**src/source/rv_cfg.svh**
```systemverilog
`ifndef RV_CFG_SVH
`define RV_CFG_SVH

// data path and address width
`define XLEN 32

// register index width, 32 architectural registers
`define REG_ADDR_W 5

// first fetch address after reset
`define RESET_PC 32'h0000_0000

// byte distance between two instructions
`define PC_STEP 32'd4

`endif

```
**src/source/rv_pkg.sv**
```systemverilog
`include "rv_cfg.svh"

package rv_pkg;

  typedef logic [`XLEN-1:0]       xword_t;
  typedef logic [`REG_ADDR_W-1:0] reg_addr_t;

  // major opcodes of the supported subset
  typedef enum logic [6:0] {
    OPC_OP     = 7'b0110011,
    OPC_OP_IMM = 7'b0010011,
    OPC_LOAD   = 7'b0000011,
    OPC_STORE  = 7'b0100011,
    OPC_BRANCH = 7'b1100011,
    OPC_JAL    = 7'b1101111
  } opcode_e;

  typedef enum logic [2:0] {
    ALU_ADD = 3'd0, // zero so a bubble decodes as add
    ALU_SUB = 3'd1,
    ALU_AND = 3'd2,
    ALU_OR  = 3'd3,
    ALU_XOR = 3'd4,
    ALU_SLT = 3'd5
  } alu_op_e;

  // execute operand source
  typedef enum logic [1:0] {
    FWD_REG    = 2'd0,
    FWD_EX_MEM = 2'd1,
    FWD_MEM_WB = 2'd2
  } fwd_sel_e;

  typedef struct packed {
    logic    reg_write;
    logic    mem_read;
    logic    mem_write;
    logic    mem_to_reg;
    logic    alu_src_imm; // second operand is the immediate
    logic    branch;
    logic    branch_ne;   // bne instead of beq
    logic    jump;
    alu_op_e alu_op;
  } ctrl_t;

  typedef struct packed {
    logic   valid;
    xword_t pc;
    xword_t instr;
  } if_id_t;

  typedef struct packed {
    ctrl_t     ctrl;
    xword_t    pc;
    reg_addr_t rs1;
    reg_addr_t rs2;
    reg_addr_t rd;
    xword_t    rs1_data;
    xword_t    rs2_data;
    xword_t    imm;
  } id_ex_t;

  typedef struct packed {
    logic      reg_write;
    logic      mem_read;
    logic      mem_write;
    logic      mem_to_reg;
    reg_addr_t rd;
    xword_t    result;     // alu result, or link pc for jal
    xword_t    store_data;
  } ex_mem_t;

  typedef struct packed {
    logic      reg_write;
    reg_addr_t rd;
    xword_t    data;
  } mem_wb_t;

  // retired register write
  typedef struct packed {
    logic      valid;
    reg_addr_t rd;
    xword_t    data;
  } wb_t;

endpackage

```
**src/source/fetch_unit.sv**
```systemverilog
`timescale 1ns/1ps
`include "rv_cfg.svh"

module fetch_unit
  import rv_pkg::*;
(
  input  logic   clk,
  input  logic   reset,
  input  logic   stall,
  input  logic   redirect,
  input  xword_t redirect_pc,
  output xword_t imem_addr,
  input  xword_t imem_data,
  output if_id_t if_id
);

  xword_t pc;

  assign imem_addr = pc; // imem answers in the same cycle

  // redirect wins over stall, the stalled slot is squashed anyway
  always_ff @(posedge clk) begin
    if (reset) begin
      pc          <= `RESET_PC;
      if_id.valid <= 1'b0;
    end else if (redirect) begin
      pc          <= redirect_pc;
      if_id.valid <= 1'b0; // kill the word fetched down the wrong path
    end else if (!stall) begin
      pc          <= pc + `PC_STEP;
      if_id.valid <= 1'b1;
      if_id.pc    <= pc;
      if_id.instr <= imem_data;
    end
  end

  // targets come from execute, offsets must keep word alignment
  a_pc_aligned: assert property (@(posedge clk) disable iff (reset)
    pc[1:0] == 2'b00);

endmodule

```
**src/source/decode_unit.sv**
```systemverilog
`timescale 1ns/1ps
`include "rv_cfg.svh"

module decode_unit
  import rv_pkg::*;
(
  input  logic      clk,
  input  logic      reset,
  input  if_id_t    if_id,
  input  logic      stall,
  input  logic      redirect,
  output reg_addr_t rs1_addr,
  output reg_addr_t rs2_addr,
  input  xword_t    rs1_data,
  input  xword_t    rs2_data,
  output id_ex_t    id_ex
);

  xword_t    instr;
  ctrl_t     ctrl;
  xword_t    imm;
  logic      use_rs1;
  logic      use_rs2;
  logic      bubble;
  reg_addr_t rd;

  function automatic alu_op_e funct3_to_alu(input logic [2:0] funct3);
    case (funct3)
      3'b010:  return ALU_SLT;
      3'b100:  return ALU_XOR;
      3'b110:  return ALU_OR;
      3'b111:  return ALU_AND;
      default: return ALU_ADD;
    endcase
  endfunction

  assign instr = if_id.instr;

  always_comb begin
    ctrl    = '0;
    imm     = '0;
    use_rs1 = 1'b0;
    use_rs2 = 1'b0;
    case (instr[6:0])
      OPC_OP: begin
        ctrl.reg_write = 1'b1;
        ctrl.alu_op    = funct3_to_alu(instr[14:12]);
        if (instr[14:12] == 3'b000 && instr[30])
          ctrl.alu_op = ALU_SUB;
        use_rs1 = 1'b1;
        use_rs2 = 1'b1;
      end
      OPC_OP_IMM: begin
        ctrl.reg_write   = 1'b1;
        ctrl.alu_src_imm = 1'b1;
        ctrl.alu_op      = funct3_to_alu(instr[14:12]);
        imm     = {{(`XLEN-12){instr[31]}}, instr[31:20]};
        use_rs1 = 1'b1;
      end
      OPC_LOAD: begin
        ctrl.reg_write   = 1'b1;
        ctrl.mem_read    = 1'b1;
        ctrl.mem_to_reg  = 1'b1;
        ctrl.alu_src_imm = 1'b1;
        imm     = {{(`XLEN-12){instr[31]}}, instr[31:20]};
        use_rs1 = 1'b1;
      end
      OPC_STORE: begin
        ctrl.mem_write   = 1'b1;
        ctrl.alu_src_imm = 1'b1;
        imm     = {{(`XLEN-12){instr[31]}}, instr[31:25], instr[11:7]};
        use_rs1 = 1'b1;
        use_rs2 = 1'b1; // store data
      end
      OPC_BRANCH: begin
        ctrl.branch    = 1'b1;
        ctrl.branch_ne = instr[12]; // funct3 001 is bne
        ctrl.alu_op    = ALU_SUB;
        imm = {{(`XLEN-13){instr[31]}}, instr[31], instr[7], instr[30:25],
               instr[11:8], 1'b0};
        use_rs1 = 1'b1;
        use_rs2 = 1'b1;
      end
      OPC_JAL: begin
        ctrl.reg_write = 1'b1;
        ctrl.jump      = 1'b1;
        imm = {{(`XLEN-21){instr[31]}}, instr[31], instr[19:12], instr[20],
               instr[30:21], 1'b0};
      end
      default: ; // unknown opcode decodes as a bubble
    endcase
  end

  // unused source fields read as x0, no false hazard
  assign rs1_addr = (if_id.valid && use_rs1) ? instr[19:15] : '0;
  assign rs2_addr = (if_id.valid && use_rs2) ? instr[24:20] : '0;
  assign rd       = ctrl.reg_write ? instr[11:7] : '0;
  assign bubble   = stall || redirect || !if_id.valid;

  always_ff @(posedge clk) begin
    if (reset) begin
      id_ex.ctrl <= '0;
    end else begin
      id_ex.ctrl     <= bubble ? '0 : ctrl;
      id_ex.pc       <= if_id.pc;
      id_ex.rs1      <= rs1_addr;
      id_ex.rs2      <= rs2_addr;
      id_ex.rd       <= rd;
      id_ex.rs1_data <= rs1_data;
      id_ex.rs2_data <= rs2_data;
      id_ex.imm      <= imm;
    end
  end

endmodule

```
**src/source/reg_file.sv**
```systemverilog
`timescale 1ns/1ps
`include "rv_cfg.svh"

module reg_file
  import rv_pkg::*;
(
  input  logic      clk,
  input  logic      reset,
  input  reg_addr_t rs1_addr,
  input  reg_addr_t rs2_addr,
  output xword_t    rs1_data,
  output xword_t    rs2_data,
  input  wb_t       wb
);

  localparam int unsigned NUM_REGS = 1 << `REG_ADDR_W;

  xword_t regs [1:NUM_REGS-1]; // no storage for x0

  function automatic xword_t read_port(input reg_addr_t addr);
    if (addr == '0)
      return '0;
    else if (wb.valid && wb.rd == addr)
      return wb.data; // write-through, decode sees the retiring value
    else
      return regs[addr];
  endfunction

  always_ff @(posedge clk) begin
    if (wb.valid && wb.rd != '0)
      regs[wb.rd] <= wb.data;
  end

  always_comb begin
    rs1_data = read_port(rs1_addr);
    rs2_data = read_port(rs2_addr);
  end

  // writeback stage filters x0 before it gets here
  a_no_x0_write: assert property (@(posedge clk) disable iff (reset)
    wb.valid |-> wb.rd != '0);

endmodule

```
**src/source/hazard_unit.sv**
```systemverilog
`timescale 1ns/1ps

module hazard_unit
  import rv_pkg::*;
(
  input  reg_addr_t id_rs1,
  input  reg_addr_t id_rs2,
  input  id_ex_t    id_ex,
  input  ex_mem_t   ex_mem,
  input  wb_t       wb,
  output logic      stall,
  output fwd_sel_e  fwd_a,
  output fwd_sel_e  fwd_b
);

  logic ex_mem_hit_ok;
  logic load_in_ex;

  // youngest producer wins
  function automatic fwd_sel_e pick_src(input reg_addr_t src, input logic ex_ok,
                                        input reg_addr_t ex_rd, input wb_t w);
    if (ex_ok && src != '0 && src == ex_rd)
      return FWD_EX_MEM;
    else if (w.valid && src == w.rd)
      return FWD_MEM_WB;
    else
      return FWD_REG;
  endfunction

  // a load in EX/MEM only holds its address
  assign ex_mem_hit_ok = ex_mem.reg_write && !ex_mem.mem_read;

  assign fwd_a = pick_src(id_ex.rs1, ex_mem_hit_ok, ex_mem.rd, wb);
  assign fwd_b = pick_src(id_ex.rs2, ex_mem_hit_ok, ex_mem.rd, wb);

  // load-use, hold decode one cycle
  assign load_in_ex = id_ex.ctrl.mem_read && id_ex.rd != '0;
  assign stall      = load_in_ex && (id_ex.rd == id_rs1 || id_ex.rd == id_rs2);

endmodule

```
**src/source/execute_unit.sv**
```systemverilog
`timescale 1ns/1ps
`include "rv_cfg.svh"

module execute_unit
  import rv_pkg::*;
(
  input  logic     clk,
  input  logic     reset,
  input  id_ex_t   id_ex,
  input  fwd_sel_e fwd_a,
  input  fwd_sel_e fwd_b,
  input  wb_t      wb,
  output logic     redirect,
  output xword_t   redirect_pc,
  output ex_mem_t  ex_mem
);

  xword_t op_a;
  xword_t op_b;
  xword_t alu_b;
  xword_t alu_out;
  xword_t ex_result;
  logic   taken;

  function automatic xword_t fwd_mux(input fwd_sel_e sel, input xword_t reg_val,
                                     input xword_t ex_val, input xword_t wb_val);
    case (sel)
      FWD_EX_MEM: return ex_val;
      FWD_MEM_WB: return wb_val;
      default:    return reg_val;
    endcase
  endfunction

  assign op_a  = fwd_mux(fwd_a, id_ex.rs1_data, ex_mem.result, wb.data);
  assign op_b  = fwd_mux(fwd_b, id_ex.rs2_data, ex_mem.result, wb.data);
  assign alu_b = id_ex.ctrl.alu_src_imm ? id_ex.imm : op_b;

  always_comb begin
    case (id_ex.ctrl.alu_op)
      ALU_SUB: alu_out = op_a - alu_b;
      ALU_AND: alu_out = op_a & alu_b;
      ALU_OR:  alu_out = op_a | alu_b;
      ALU_XOR: alu_out = op_a ^ alu_b;
      ALU_SLT: alu_out = {{(`XLEN-1){1'b0}}, $signed(op_a) < $signed(alu_b)};
      default: alu_out = op_a + alu_b;
    endcase
  end

  // beq and bne resolve by equality
  assign taken       = id_ex.ctrl.branch && ((op_a == op_b) != id_ex.ctrl.branch_ne);
  assign redirect    = taken || id_ex.ctrl.jump;
  assign redirect_pc = id_ex.pc + id_ex.imm;
  assign ex_result   = id_ex.ctrl.jump ? id_ex.pc + `PC_STEP : alu_out; // link

  always_ff @(posedge clk) begin
    if (reset) begin
      ex_mem.reg_write  <= 1'b0;
      ex_mem.mem_read   <= 1'b0;
      ex_mem.mem_write  <= 1'b0;
      ex_mem.mem_to_reg <= 1'b0;
    end else begin
      ex_mem.reg_write  <= id_ex.ctrl.reg_write;
      ex_mem.mem_read   <= id_ex.ctrl.mem_read;
      ex_mem.mem_write  <= id_ex.ctrl.mem_write;
      ex_mem.mem_to_reg <= id_ex.ctrl.mem_to_reg;
      ex_mem.rd         <= id_ex.rd;
      ex_mem.result     <= ex_result;
      ex_mem.store_data <= op_b;
    end
  end

  // decode drops a bubble behind every redirect
  a_redirect_bubble: assert property (@(posedge clk) disable iff (reset)
    redirect |=> !redirect);

endmodule

```
**src/source/mem_wb_unit.sv**
```systemverilog
`timescale 1ns/1ps

module mem_wb_unit
  import rv_pkg::*;
(
  input  logic    clk,
  input  logic    reset,
  input  ex_mem_t ex_mem,
  output xword_t  dmem_addr,
  output xword_t  dmem_wdata,
  output logic    dmem_we,
  input  xword_t  dmem_rdata,
  output xword_t  mem_wb_fwd,
  output wb_t     wb
);

  mem_wb_t mem_wb;
  xword_t  mem_data;

  // data memory reads combinationally, store lands on the next edge
  assign dmem_addr  = ex_mem.result;
  assign dmem_wdata = ex_mem.store_data;
  assign dmem_we    = ex_mem.mem_write;

  assign mem_data = ex_mem.mem_to_reg ? dmem_rdata : ex_mem.result;

  always_ff @(posedge clk) begin
    if (reset) begin
      mem_wb.reg_write <= 1'b0;
    end else begin
      mem_wb.reg_write <= ex_mem.reg_write;
      mem_wb.rd        <= ex_mem.rd;
      mem_wb.data      <= mem_data;
    end
  end

  assign wb.valid   = mem_wb.reg_write && mem_wb.rd != '0; // x0 writes never retire
  assign wb.rd      = mem_wb.rd;
  assign wb.data    = wb.valid ? mem_wb.data : '0;
  assign mem_wb_fwd = mem_wb.data;

endmodule

```
**src/source/rv_core.sv**
```systemverilog
`timescale 1ns/1ps

module rv_core
  import rv_pkg::*;
(
  input  logic   clk,
  input  logic   reset,
  output xword_t imem_addr,
  input  xword_t imem_data,
  output xword_t dmem_addr,
  output xword_t dmem_wdata,
  output logic   dmem_we,
  input  xword_t dmem_rdata,
  output wb_t    wb
);

  if_id_t    if_id;
  id_ex_t    id_ex;
  ex_mem_t   ex_mem;
  wb_t       wb_fwd;
  xword_t    mem_wb_fwd;
  reg_addr_t rs1_addr;
  reg_addr_t rs2_addr;
  xword_t    rs1_data;
  xword_t    rs2_data;
  logic      stall;
  logic      redirect;
  xword_t    redirect_pc;
  fwd_sel_e  fwd_a;
  fwd_sel_e  fwd_b;

  // forward path sees the unmasked MEM/WB value
  assign wb_fwd = '{valid: wb.valid, rd: wb.rd, data: mem_wb_fwd};

  fetch_unit i_fetch (
    .clk         (clk),
    .reset       (reset),
    .stall       (stall),
    .redirect    (redirect),
    .redirect_pc (redirect_pc),
    .imem_addr   (imem_addr),
    .imem_data   (imem_data),
    .if_id       (if_id)
  );

  decode_unit i_decode (
    .clk      (clk),
    .reset    (reset),
    .if_id    (if_id),
    .stall    (stall),
    .redirect (redirect),
    .rs1_addr (rs1_addr),
    .rs2_addr (rs2_addr),
    .rs1_data (rs1_data),
    .rs2_data (rs2_data),
    .id_ex    (id_ex)
  );

  reg_file i_reg_file (
    .clk      (clk),
    .reset    (reset),
    .rs1_addr (rs1_addr),
    .rs2_addr (rs2_addr),
    .rs1_data (rs1_data),
    .rs2_data (rs2_data),
    .wb       (wb)
  );

  hazard_unit i_hazard (
    .id_rs1 (rs1_addr),
    .id_rs2 (rs2_addr),
    .id_ex  (id_ex),
    .ex_mem (ex_mem),
    .wb     (wb),
    .stall  (stall),
    .fwd_a  (fwd_a),
    .fwd_b  (fwd_b)
  );

  execute_unit i_execute (
    .clk         (clk),
    .reset       (reset),
    .id_ex       (id_ex),
    .fwd_a       (fwd_a),
    .fwd_b       (fwd_b),
    .wb          (wb_fwd),
    .redirect    (redirect),
    .redirect_pc (redirect_pc),
    .ex_mem      (ex_mem)
  );

  mem_wb_unit i_mem_wb (
    .clk        (clk),
    .reset      (reset),
    .ex_mem     (ex_mem),
    .dmem_addr  (dmem_addr),
    .dmem_wdata (dmem_wdata),
    .dmem_we    (dmem_we),
    .dmem_rdata (dmem_rdata),
    .mem_wb_fwd (mem_wb_fwd),
    .wb         (wb)
  );

endmodule

```
**config.mk**
```make
export PLATFORM = sky130hd
export DESIGN_NAME = rv_core
export DESIGN_NICKNAME = d
export VERILOG_FILES = /design/src/source/rv_pkg.sv /design/src/source/fetch_unit.sv /design/src/source/decode_unit.sv /design/src/source/reg_file.sv /design/src/source/hazard_unit.sv /design/src/source/execute_unit.sv /design/src/source/mem_wb_unit.sv /design/src/source/rv_core.sv
export VERILOG_INCLUDE_DIRS = /design/src /design/src/source
export SDC_FILE = /design/constraint.sdc
export NUM_CORES = 2
export LEC_CHECK = 0
export BUFFER_PORTS_ARGS = -buffer_cell sky130_fd_sc_hd__buf_2
export CAP_MARGIN = 20
export CORE_UTILIZATION = 40
export DETAILED_ROUTE_END_ITERATION = 10
export SLEW_MARGIN = 25
export SYNTH_ARGS = -nofsm -noshare
export SYNTH_HDL_FRONTEND = slang
export SYNTH_SLANG_ARGS = --single-unit
```
**constraint.sdc**
```tcl
create_clock -name clk -period 26.1 [get_ports clk]
set_clock_uncertainty 0.2 [all_clocks]
set_input_delay 6.525 -clock clk [delete_from_list [all_inputs] [get_ports clk]]
set_output_delay 6.525 -clock clk [all_outputs]
set_load 0.1 [all_outputs]
```
==> flow_summary_export.csv <==
group,metric,value,unit
clock_network,cts_tree,"yes",
global_route,grtUsageTotal,30.74,%
global_route,overflow,0,
setup_path,r2r_start,"i_mem_wb.wb[35]$_DFFE_PN_",
cells_and_area,syn_to_final_growth,11.81,%
power_and_ir_drop,leakage,25.82,nW
synthesis,synth_top_family_by_area,"compound AO/OA/AOI/OAI gates",
timing,worst_pin_slew,1.138,ns
timing,setup_slack,15.43,ns
timing,setup_viol,0,
hold_path,hold_path.class,"reg2reg",
setup_path,slowest_delay,0.68,ns
synthesis,netlist_area,0.07089,mm^2
setup_path,cp-end-kind,"output port",
clock_network,cts_resized,0,
setup_path,rrSetupSlack,18.35,ns
floorplan,core-area,0.1761,mm^2
placed_design,pre_cts_slack,16.32,ns
floorplan,die_h,423.0,um
clock_network,cts.sinks,1341,
placed_design,hpwl,172700,um
synthesis,ys_ff_latch,1341,
synthesis,synthXorXnorAreaFrac,2.137,%
synthesis,syn_inst,6295,
synthesis,yosys_warnings,0,
synthesis,synth_top_area_share,54.81,%
setup_path,start_kind,"flip-flop",
synthesis,synth_fa_ha_area_share,2.361,%
setup_path,worstPathCellList,"or3_1 > or3_4 > and3_1 > buf_4 > buf_2",
route,routed_wl,284900,um
timing,grt_setup_unrepaired,"no",
floorplan,rows,154,
synthesis,yosysSeqAreaShare,56.14,%
setup_path,cp.required,19.38,ns
setup_path,path_depth,5,
timing,min_period,10.67,ns
global_route,grt_pass1_vias,53890,
synthesis,synthTopCellsByCount,"1294 x edfxtp_1, 632 x a21oi_1, 582 x nand2_1",
setup_path,worst-path-buf-inv,2,
power_and_ir_drop,peakVddDrop,0.07304,mV
power_and_ir_drop,cellPowerDensity,61.11,mW/mm^2
floorplan,io_pins,201,
route,drt-initial-drc-count,8712,
route,vias_per_cell,6.517,
timing,timing.final.hold_violations,0,
setup_path,rr_endpoint,"i_execute.ex_mem[44]$_DFFE_PN_",
synthesis,synthSimpleGateAreaFrac,9.395,%
setup_path,critPathKind,"reg2out",
placed_design,port_buffers,200,
synthesis,synth_ff_type,"edfxtp_1",
clock_network,hold_buffers,0,
synthesis,avgSynthCellArea,11.26,um^2
cells_and_area,final_util,45.01,%
timing,fin_setup_tns,0,ns
synthesis,synth_compound_area_share,16.24,%
cells_and_area,finalNonFillerCells,8773,
cells_and_area,layout-drive-gt1-share,15.03,%
synthesis,yosysMostFrequentCell,"edfxtp_1",
global_route,grt_max_degree,126,
floorplan,initial_utilization,40.25,%
route,wire_per_inst,32.47,um
setup_path,crit_start,"i_mem_wb.wb[35]$_DFFE_PN_",
synthesis,synth_edf_count,1294,
global_route,grt_pass1_wl,395600,um
timing,hold_ws,0.2158,ns
clock_network,postCtsSetupRepairBufs,0,
global_route,antenna_found_initial,21,
placed_design,place.gp.congestion,0.9866,
synthesis,muxShareOfSynthArea,9.576,%
synthesis,synth_cell_type_count,85,
placed_design,place_inst,8489,
clock_network,clk_pin_slew,0.07,ns
timing,max_freq,0.09374,GHz
cells_and_area,nNetsFinal,6499,
clock_network,htree_levels,4,
synthesis,synth-async-reset-ratio,0,%
job,max_cap_violations,0,
setup_path,worstPathArrival,3.94,ns
floorplan,dieArea,0.1789,mm^2
placed_design,placed_area,0.07449,mm^2
cells_and_area,num-fill-cells,16140,
route,ant_nets,0,
clock_network,cts_made_buffers,150,
setup_path,cp_max_fo,34,
power_and_ir_drop,p_total,4.844,mW
timing,slew_viol_final,0,
route,drc,0,
synthesis,netlist_top_cells_area,"edfxtp_1 55%, mux2i_1 5.5%, a21oi_1 4.5%",
route,vias,57180,
floorplan,die_width,423.0,um
clock_network,cts-root-buf,"clkbuf_16",
setup_path,cp_top_family,"simple AND/OR/NAND/NOR gates",
timing,post-route-period-util,40.87,%
run_status,status,"finished clean",
setup_path,cp-endpoint,"wb[23]",
setup_path,r2r_cells,21,
clock_network,clk_path_buf_depth,3,
timing,max_slew_margin,24.15,%
synthesis,syn-num-nets,6493,
setup_path,cp_slowest_cell,"or3_4",
clock_network,clock_latency,0.85,ns
synthesis,synth_top_cell_by_area,"edfxtp_1",
route,dr.pass1.iters,7,
cells_and_area,final_cell_area,0.07927,mm^2
[cell families (layout without fill, tap and decap cells)]
kind of cell | count (synthesis) | count (layout)
other | 0 | 7
AO/OA/AOI/OAI | 1837 | 1837
buffers and inverters | 695 | 826
multiplexers | 646 | 646
adder cells (fa/ha/maj) | 132 | 132
AND/OR/NAND/NOR | 1471 | 1471
flip-flops | 1341 | 1341
XOR/XNOR | 173 | 173
[power breakdown]
group	switching (mW)	leakage [nW]	internal (mW)
registers	0.0415	10.6	2.36
logic	0.267	12.9	0.105
clock network	0.921	2.30	1.14
[worst min path at each step]
stage	from	to	slack (ns)	cells after the start
2_1_floorplan	i_fetch.if_id[32]$_DFFE_PP_	i_decode.id_ex[111]$_DFFE_PN_	0.20	0
3_3_place_gp	i_fetch.if_id[56]$_DFFE_PP_	i_decode.id_ex[135]$_DFFE_PN_	0.20	0
3_5_place_dp	i_fetch.if_id[45]$_DFFE_PP_	i_decode.id_ex[124]$_DFFE_PN_	0.20	0
4_1_cts	i_fetch.if_id[46]$_DFFE_PP_	i_decode.id_ex[125]$_DFFE_PN_	0.22	0
5_1_grt	i_fetch.if_id[37]$_DFFE_PP_	i_decode.id_ex[116]$_DFFE_PN_	0.22	0
6_report	i_fetch.if_id[47]$_DFFE_PP_	i_decode.id_ex[126]$_DFFE_PN_	0.22	0
[flip-flops by register name (all words and copies together), names as in the netlist]
name,flops
i_reg_file.regs,992
i_fetch.imem_addr,32
i_mem_wb.wb,5
i_decode.id_ex,142
i_mem_wb.mem_wb,1
i_execute.ex_mem,72
i_fetch.if_id,65
i_mem_wb.mem_wb_fwd,32
[cell type report]
| class | count | area (um^2) | area share (%) |
|---|---|---|---|
| Antenna cell | 7 | 17.52 | 0.02210 |
| Clock buffer | 192 | 3996 | 5.042 |
| Clock inverter | 85 | 758.2 | 0.9566 |
| Inverter | 149 | 586.8 | 0.7403 |
| Multi-Input combinational cell | 4259 | 28530 | 36.00 |
| Sequential cell | 1341 | 39800 | 50.21 |
| Tap cell | 2340 | 2928 | 3.694 |
| Timing Repair Buffer | 400 | 2643 | 3.334 |
[routing by layer]
metal	wire (um)	track usage [%]	up-vias
met5	151	0	-
met4	19110	18.34	22
met3	35250	8.042	938
met2	123800	46.10	3972
met1	106500	39.87	28210
li1	-	-	24040
[cells in the final DEF (no fill, tap or decap), drive strengths merged, types with 51 or more instances in the layout]
cell type	netlist	layout
edfxtp	1294	1294
a21oi	632	632
nand2	582	582
o21ai	410	410
buf	177	400
mux2i	388	388
nor2	299	299
mux2	258	258
nand3	211	211
clkbuf	369	192
inv	145	152
a211oi	139	139
o221ai	129	129
ha	129	129
nor3	122	122
xnor2	120	120
a31oi	119	119
clkinv	4	75
nor4	66	66
o211ai	55	55
xor2	53	53
and3	51	51
[worst register-to-register path: stages (launching register included)]
cell	delay [ns]
edfxtp_1	0.61
or3_1	0.69
o311ai_4	0.29
buf_4	0.36
nor2_2	0.17
mux2i_1	0.19
a21oi_1	0.68
mux2i_1	0.21
inv_1	0.13
ha_1	0.19
inv_1	0.07
fa_1	0.45
nor2b_1	0.15
o21a_1	0.22
o21a_1	0.21
o32ai_1	0.85
a21oi_1	0.24
a221o_1	0.38
a22oi_1	0.15
a21oi_1	0.10
a2111oi_0	0.82
a21oi_1	0.11
(Power assumes the default switching activity.)
